<file path="config.mk">
export PLATFORM = sky130hd
export DESIGN_NAME = alu_top
export DESIGN_NICKNAME = d
export VERILOG_FILES = /design/src/hw/alu_pkg.sv /design/src/hw/alu_adder.sv /design/src/hw/alu_cond_eval.sv /design/src/hw/alu_logic_unit.sv /design/src/hw/alu_retire.sv /design/src/hw/alu_top.sv
export SDC_FILE = /design/constraint.sdc
export NUM_CORES = 1
export LEC_CHECK = 0
export BUFFER_PORTS_ARGS = -buffer_cell sky130_fd_sc_hd__buf_4
export CAP_MARGIN = 5
export CORE_ASPECT_RATIO = 1.25
export CORE_MARGIN = 1
export CORE_UTILIZATION = 45
export CTS_CLUSTER_DIAMETER = 80
export DETAILED_ROUTE_END_ITERATION = 7
export PLACE_DENSITY = 0.74
export RECOVER_POWER = 50
export SYNTH_ARGS = -nofsm -noshare
export SYNTH_HDL_FRONTEND = slang
export SYNTH_SLANG_ARGS = --single-unit
</file>
<file path="constraint.sdc">
create_clock -name clk -period 11.9 [get_ports clk]
set_input_delay 1.785 -clock clk [delete_from_list [all_inputs] [get_ports clk]]
set_output_delay 1.785 -clock clk [all_outputs]
set_load 0.01 [all_outputs]
</file>
<file path="src/hw/alu_pkg.sv">
`default_nettype none

package alu_pkg;

  localparam int DATA_W  = 64;
  localparam int HALF_W  = 32;
  localparam int FLAGS_W = 6;

  typedef enum logic [3:0] {
    op_add,
    op_sub,
    op_and,
    op_or,
    op_xor,
    op_mov,
    op_zxt8,
    op_zxt16,
    op_sxt8,
    op_sxt16,
    op_sxt32,
    op_cmov,
    op_cset,
    op_csand,
    op_csor
  } alu_op_e;

  // x86 condition codes, base form then its inverse
  typedef enum logic [3:0] {
    z,
    nz,
    s,
    ns,
    ugt,
    ule,
    uge,
    ult,
    sgt,
    sle,
    sge,
    slt,
    o,
    no,
    p,
    np
  } cond_e;

  // C-O-A-S-Z-P, carry in the msb
  typedef struct packed {
    logic c;
    logic o;
    logic a;
    logic s;
    logic z;
    logic p;
  } flags_t;

  typedef struct packed {
    alu_op_e           op;
    logic              wide;       // 64-bit form
    cond_e             cond;
    logic              set_flags;
    logic              thread;
    logic [DATA_W-1:0] a;
    logic [DATA_W-1:0] b;
  } alu_req_t;

  typedef struct packed {
    logic [DATA_W-1:0] result;
    flags_t            flags;
    logic              set_flags;
  } alu_resp_t;

  typedef struct packed {
    logic hit;
    logic thread;
  } except_t;

  typedef struct packed {
    logic [DATA_W-1:0] sum;
    logic              c64;
    logic              c32;
    logic              c4;   // aux carry source
    logic              o64;
    logic              o32;
  } adder_out_t;

endpackage

`default_nettype wire

</file>
<file path="src/hw/alu_adder.sv">
`timescale 1ns/10ps
`default_nettype none

module alu_adder
  import alu_pkg::*;
(
  input  alu_req_t   req,
  output adder_out_t sum
);

  logic                   is_sub;
  logic [DATA_W-1:0]      b_in;
  logic [4:0]             lo_nib;   // bits 3:0 and carry out
  logic [HALF_W-4:0]      mid;      // bits 31:4 and carry out
  logic [DATA_W-HALF_W:0] hi;       // bits 63:32 and carry out
  logic [DATA_W-1:0]      sum_w;

  assign is_sub = (req.op == op_sub);

  // subtract as a + ~b + 1
  assign b_in = is_sub ? ~req.b : req.b;

  // split chain so the nibble and half-word carries are visible
  assign lo_nib = {1'b0, req.a[3:0]} + {1'b0, b_in[3:0]} + {4'b0, is_sub};

  assign mid = {1'b0, req.a[HALF_W-1:4]} + {1'b0, b_in[HALF_W-1:4]}
             + {{(HALF_W-4){1'b0}}, lo_nib[4]};

  assign hi = {1'b0, req.a[DATA_W-1:HALF_W]} + {1'b0, b_in[DATA_W-1:HALF_W]}
            + {{(DATA_W-HALF_W){1'b0}}, mid[HALF_W-4]};

  assign sum_w = {hi[DATA_W-HALF_W-1:0], mid[HALF_W-5:0], lo_nib[3:0]};

  always_comb begin
    sum     = '0;
    sum.sum = sum_w;
    sum.c4  = lo_nib[4];
    sum.c32 = mid[HALF_W-4];
    sum.c64 = hi[DATA_W-HALF_W];
    // overflow when both addends agree in sign and the sum does not
    sum.o64 = (req.a[DATA_W-1] == b_in[DATA_W-1]) &&
              (sum_w[DATA_W-1] != req.a[DATA_W-1]);
    sum.o32 = (req.a[HALF_W-1] == b_in[HALF_W-1]) &&
              (sum_w[HALF_W-1] != req.a[HALF_W-1]);
  end

endmodule

`default_nettype wire

</file>
<file path="src/hw/alu_cond_eval.sv">
`timescale 1ns/10ps
`default_nettype none

module alu_cond_eval
  import alu_pkg::*;
(
  input  flags_t flags,
  input  cond_e  cond,
  output logic   taken
);

  logic below_eq;   // unsigned
  logic less;       // signed
  logic less_eq;

  assign below_eq = flags.c | flags.z;
  assign less     = flags.s ^ flags.o;
  assign less_eq  = less | flags.z;

  always_comb begin
    taken = 1'b0;
    case (cond)
      z:   taken = flags.z;
      nz:  taken = ~flags.z;
      s:   taken = flags.s;
      ns:  taken = ~flags.s;
      ugt: taken = ~below_eq;
      ule: taken = below_eq;
      uge: taken = ~flags.c;
      ult: taken = flags.c;
      sgt: taken = ~less_eq;
      sle: taken = less_eq;
      sge: taken = ~less;
      slt: taken = less;
      o:   taken = flags.o;
      no:  taken = ~flags.o;
      p:   taken = flags.p;
      np:  taken = ~flags.p;
      default: taken = 1'b0;
    endcase
  end

endmodule

`default_nettype wire

</file>
<file path="src/hw/alu_logic_unit.sv">
`timescale 1ns/10ps
`default_nettype none

module alu_logic_unit
  import alu_pkg::*;
(
  input  alu_req_t          req,
  input  logic              taken,
  output logic [DATA_W-1:0] result
);

  logic [DATA_W-1:0] and_w;
  logic [DATA_W-1:0] or_w;
  logic [DATA_W-1:0] xor_w;
  logic [DATA_W-1:0] sel_w;
  logic [DATA_W-1:0] zxt8_w;
  logic [DATA_W-1:0] zxt16_w;
  logic [DATA_W-1:0] sxt8_w;
  logic [DATA_W-1:0] sxt16_w;
  logic [DATA_W-1:0] sxt32_w;
  logic              bit_and;
  logic              bit_or;

  // 32-bit forms clear the upper half
  function automatic logic [DATA_W-1:0] fit(input logic [DATA_W-1:0] v,
                                            input logic              wide);
    if (wide) begin
      fit = v;
    end else begin
      fit = {{(DATA_W-HALF_W){1'b0}}, v[HALF_W-1:0]};
    end
  endfunction

  assign and_w = req.a & req.b;
  assign or_w  = req.a | req.b;
  assign xor_w = req.a ^ req.b;

  assign sel_w = taken ? req.b : req.a;   // cmov

  // extends take their source from b
  assign zxt8_w  = {{(DATA_W-8){1'b0}}, req.b[7:0]};
  assign zxt16_w = {{(DATA_W-16){1'b0}}, req.b[15:0]};

  // full sign fill, narrowed afterwards by fit
  assign sxt8_w  = {{(DATA_W-8){req.b[7]}}, req.b[7:0]};
  assign sxt16_w = {{(DATA_W-16){req.b[15]}}, req.b[15:0]};
  assign sxt32_w = {{(DATA_W-HALF_W){req.b[HALF_W-1]}}, req.b[HALF_W-1:0]};

  assign bit_and = taken & req.a[0];
  assign bit_or  = taken | req.a[0];

  always_comb begin
    result = '0;
    case (req.op)
      op_and:   result = fit(and_w, req.wide);
      op_or:    result = fit(or_w, req.wide);
      op_xor:   result = fit(xor_w, req.wide);
      op_mov:   result = fit(req.b, req.wide);
      op_zxt8:  result = zxt8_w;
      op_zxt16: result = zxt16_w;
      op_sxt8:  result = fit(sxt8_w, req.wide);
      op_sxt16: result = fit(sxt16_w, req.wide);
      op_sxt32: result = fit(sxt32_w, req.wide);
      op_cmov:  result = fit(sel_w, req.wide);
      op_cset:  result = {{(DATA_W-1){1'b0}}, taken};
      op_csand: result = {{(DATA_W-1){1'b0}}, bit_and};
      op_csor:  result = {{(DATA_W-1){1'b0}}, bit_or};
      default:  result = '0;   // add and sub come from the adder
    endcase
  end

endmodule

`default_nettype wire

</file>
<file path="src/hw/alu_retire.sv">
`timescale 1ns/10ps
`default_nettype none

module alu_retire
  import alu_pkg::*;
(
  input  logic              clk,
  input  logic              rst,
  input  logic              in_valid,
  input  alu_req_t          req,
  input  logic [DATA_W-1:0] result,
  input  adder_out_t        sum,
  input  except_t           exc,
  output logic              out_valid,
  output alu_resp_t         out_resp
);

  except_t           exc_q;
  logic              cancel;
  logic              is_arith;
  logic              is_logic;
  logic              is_sub;
  flags_t            terms_d;   // raw, before borrow inversion
  flags_t            terms_q;
  logic              valid_q;
  logic              arith_q;
  logic              logic_q;
  logic              sub_q;
  logic              set_q;
  logic [DATA_W-1:0] result_q;
  logic [FLAGS_W-1:0] flag_word;

  // exception now or one edge earlier on the same thread kills the op
  assign cancel = (exc.hit && (exc.thread == req.thread)) ||
                  (exc_q.hit && (exc_q.thread == req.thread));

  assign is_sub   = (req.op == op_sub);
  assign is_arith = (req.op == op_add) || is_sub;
  assign is_logic = (req.op == op_and) || (req.op == op_or) || (req.op == op_xor);

  always_comb begin
    terms_d   = '0;
    terms_d.c = req.wide ? sum.c64 : sum.c32;
    terms_d.o = req.wide ? sum.o64 : sum.o32;
    terms_d.a = sum.c4;
    terms_d.s = req.wide ? result[DATA_W-1] : result[HALF_W-1];
    if (req.wide) begin
      terms_d.z = (result == '0);
    end else begin
      terms_d.z = (result[HALF_W-1:0] == '0);
    end
    terms_d.p = ~^result[7:0];   // even parity, low byte only
  end

  always_ff @(posedge clk) begin
    if (rst) begin
      exc_q    <= '0;
      valid_q  <= 1'b0;
      arith_q  <= 1'b0;
      logic_q  <= 1'b0;
      set_q    <= 1'b0;
      result_q <= '0;
    end else begin
      exc_q    <= exc;
      valid_q  <= in_valid && !cancel;
      arith_q  <= is_arith;
      logic_q  <= is_logic;
      set_q    <= req.set_flags && (is_arith || is_logic);
      result_q <= result;
    end
  end

  always_ff @(posedge clk) begin
    terms_q <= terms_d;
    sub_q   <= is_sub;
  end

  // flag mux on the registered terms
  always_comb begin
    flag_word = '0;
    if (arith_q) begin
      flag_word = {terms_q.c ^ sub_q,   // borrow for sub
                   terms_q.o,
                   terms_q.a ^ sub_q,
                   terms_q.s,
                   terms_q.z,
                   terms_q.p};
    end else if (logic_q) begin
      flag_word = {3'b000, terms_q.s, terms_q.z, terms_q.p};
    end
  end

  assign out_valid = valid_q;
  assign out_resp  = '{result: result_q, flags: flags_t'(flag_word), set_flags: set_q};

endmodule

`default_nettype wire

</file>
<file path="src/hw/alu_top.sv">
`timescale 1ns/10ps
`default_nettype none

module alu_top
  import alu_pkg::*;
(
  input  logic      clk,
  input  logic      rst,
  input  logic      in_valid,
  input  alu_req_t  in_req,
  input  flags_t    in_flags,
  input  except_t   exc,
  output logic      out_valid,
  output alu_resp_t out_resp
);

  adder_out_t        add_out;
  logic              taken;
  logic [DATA_W-1:0] logic_result;
  logic [DATA_W-1:0] add_result;
  logic [DATA_W-1:0] sel_result;
  logic              use_adder;

  alu_adder u_adder (
    .req (in_req),
    .sum (add_out)
  );

  alu_cond_eval u_cond (
    .flags (in_flags),
    .cond  (in_req.cond),
    .taken (taken)
  );

  alu_logic_unit u_logic (
    .req    (in_req),
    .taken  (taken),
    .result (logic_result)
  );

  assign use_adder = (in_req.op == op_add) || (in_req.op == op_sub);

  // 32-bit add/sub drop the upper half
  assign add_result = in_req.wide ? add_out.sum
                                  : {{(DATA_W-HALF_W){1'b0}}, add_out.sum[HALF_W-1:0]};

  assign sel_result = use_adder ? add_result : logic_result;

  alu_retire u_retire (
    .clk       (clk),
    .rst       (rst),
    .in_valid  (in_valid),
    .req       (in_req),
    .result    (sel_result),
    .sum       (add_out),
    .exc       (exc),
    .out_valid (out_valid),
    .out_resp  (out_resp)
  );

endmodule

`default_nettype wire

</file>
==> summary.txt <==
Max Slew Vio Count: 68
post-CTS setup buffers: 0
predominant post-synthesis flop cell: dfxtp_1
pre-CTS WS: 1.042 ns
Core Util, Final: 0.5353
GR Util All Layers: 0.3197
Mapped Area: 11,900 µm²
placed cells: 2,100
Netlist cell types: 95
Yosys reg bits: 77
Initial DRC Count: 939
Routed WL per cell: 20.83 µm
Die ar.: 27,110 µm²
Clk network pwr share: 0.280
max_cap viols: 1
Critical Path Start Type: input port
IO buf count: 220
period utilization: 0.8945
worst r2r src: u_retire.exc_q[0]$_SDFF_PP0_
Post-CTS Resized: 0
Crit. End Element: flop
failing checks: design-rule violations, max-capacitance violations, max-slew violations
post-synthesis sequential area ratio: 0.1295
Core Region: 26,010 µm²
commonest non-fill, non-tap cell in the layout: ha_1
Die W: 147.5 µm
routed vias: 13,180
Logic pwr share: 0.486
Final WS setup: 1.255 ns
layout cells sized above 1: 0.1273
post-synthesis compound-gate area fraction: 0.2898
Worst R2R Path Depth: 4
unrepaired setup endpoints after global routing: false
hold_ws: 0.6464 ns
Async S/R FF share, synth: 0
total chip power: 1.216 mW
critical path's most frequent cell: fa_1
CP max-delay cell: and2_4
Core Rows: 66
syn nets: 1,957
gr ovfl total: 0
adder-cell share of the synthesized area: 0.2113
CTS clock-pin slew for the worst setup and hold paths: 0.06 ns
hold bufs inserted after CTS: 0
EDFF count, synth: 0
Non-Filler Instances: 2,117
Peak VDD IR: 0.06919 mV
slack of the worst reg-to-reg path: 10.89 ns
largest family of logic cells by synthesized area: compound AO/OA/AOI/OAI gates
Pwr per Cell Area: 87.31 nW/µm²
outcome: finished with violations
I/O pins: 222
Pre-Repair DR Iteration Count: 8
Fillers: 2,652
most frequent cells in the layout: ha_1 (193), buf_4 (171), inv_1 (154)
NetSw: 0.4942 mW
clock latency on the worst-skew pair: 0.37 ns
Period minus WS final: 10.65 ns
Post-Route WL: 44,110 µm
initial antenna violation count: 1
Static Leakage: 6.242 nW
sw frac: 0.4065
Synth Warn #: 0
vias in the first global route: 12,700
Critical Path RT: 12.19 ns
setup tns final: 0 ns
Peak Freq: 0.09394 GHz
crit path from: in_req[135]
via density per instance: 6.224
mux share of post-synthesis cell area: 0.01167
Critical path destination: u_retire.terms_q[1]$_DFF_P_
FF-to-FF End: u_retire.out_valid$_SDFF_PP0_
TritonCTS Buffers: 9
clock skew: 0.0004720 ns
Hold Path Class: reg -> reg
clk root buf: clkbuf_16
Post-Layout Inst Area: 13,920 µm²
critical path's largest stage delay: 0.62 ns
final hold viol count: 0
Die Ht: 183.8 µm
CTS tree: yes
hpwl dp: 32,880 µm
Flop pwr share: 0.234
Final setup viols: 0
Worst-Margin Slew: 3.482 ns
fin nets: 2,119
H-tree levels: 3
starting density of the core: 0.4576
global-route wire length before repair: 67,420 µm
DRC: 1
DP Area: 13,830 µm²
worst setup path category: in -> reg
synthesized area per cell: 7.398 µm²
Routed Antenna Nets: 0
CP Data Arrival Time: 10.93 ns
placer congestion estimate: 0.9496
Post-Synth XOR/XNOR Area: 0.08020
max_slew headroom: -1.322
Synth Instances: 1,609
simple-gate area share of the yosys netlist: 0.1987
clk sinks: 77
CP Max Fanout: 36
P&R area growth vs syn: 16.97%
hold path startpoint: u_retire.exc_q[1]$_SDFF_PP0_
Clock Tree Buf Depth: 2
largest net degree at the start of global routing: 68
Int Pwr: 0.7215 mW
[flip-flops by register name, indices dropped and copies added, names as in the netlist]
signal and count:
u_retire.exc_q 2, u_retire.result_q 64, u_retire.set_q 1, u_retire.sub_q 1, u_retire.logic_q 1, u_retire.terms_q 6, u_retire.out_valid 1, u_retire.arith_q 1
[synthesized netlist by cell type, types with 8 or more instances]
library cell	n	area, µm²
a21oi_1	132	660.6
o221ai_1	14	122.6
nand4_1	20	125.1
o21a_1	10	75.07
nor2b_1	40	250.2
a211oi_1	15	112.6
buf_1	11	41.29
o211ai_1	27	202.7
xor2_1	16	140.1
mux2i_1	11	110.1
nand3_1	37	185.2
xnor2_1	93	814.5
o21ai_0	83	415.4
nand2_1	136	510.5
a221o_1	27	270.3
nand2b_1	18	112.6
a22oi_1	16	120.1
o2111ai_1	13	113.9
a221oi_1	47	411.6
a31oi_1	17	106.4
clkbuf_1	66	247.7
dfxtp_1	77	1541
inv_1	154	578.1
buf_2	10	50.05
and2_1	8	50.05
a21o_1	21	157.7
ha_1	193	2415
nor3_1	21	105.1
nor2_1	122	457.9
nor4_1	8	50.05
[area by class of cell]
cell class                      instances  area, µm²  share of cell area
Clock buffer                            9      225.2             0.01617
Multi-Input combinational cell       1288       9484              0.6811
Antenna cell                            1      2.502           0.0001797
Sequential cell                        77       1541              0.1107
Timing Repair Buffer                  240       1543              0.1108
Inverter                              155      581.8             0.04178
Tap cell                              340      425.4             0.03055
Clock inverter                          7      121.4            0.008716
[metal layers]
layer / routed length [µm] / global-route usage
met5: 0 / 0
met4: 2473 / 0.2008
met3: 3190 / 0.04764
met2: 21760 / 0.5723
met1: 16680 / 0.3528
[worst max-delay path, delay by kind of cell]
family	cells	cell delay [ns]
compound gates	15	3.79
simple gates	11	2.74
fa+ha+maj	5	1.57
buf+inv	3	0.61
xor+xnor	2	0.37
[power groups by stage]
stage	clock network, mW	registers [mW]	logic [mW]
2_1_floorplan	0	0.298	0.377
3_3_place_gp	0	0.291	0.579
3_5_place_dp	0	0.291	0.590
4_1_cts	0.347	0.285	0.593
5_1_grt	0.353	0.286	0.643
6_report	0.341	0.284	0.590
[logic make-up (layout without fill, tap and decap cells)]
| logic type | Yosys count | count (layout) |
|---|---|---|
| DFF | 77 | 77 |
| buffers and inverters | 244 | 411 |
| xor gates and xnor gates | 109 | 109 |
| muxes | 13 | 13 |
| other | 0 | 1 |
| and+or+nand+nor | 471 | 471 |
| AOI/OAI and AO/OA | 497 | 497 |
| adders and majority gates | 198 | 198 |
[worst min-delay path by stage]
stage	end	slack, ns	cells after the start
2_1_floorplan	u_retire.out_valid$_SDFF_PP0_	0.57	3
3_3_place_gp	u_retire.out_valid$_SDFF_PP0_	0.59	3
3_5_place_dp	u_retire.out_valid$_SDFF_PP0_	0.63	3
4_1_cts	u_retire.out_valid$_SDFF_PP0_	0.64	3
5_1_grt	u_retire.out_valid$_SDFF_PP0_	0.70	3
6_report	u_retire.out_valid$_SDFF_PP0_	0.65	3
(Power assumes the default switching activity.)
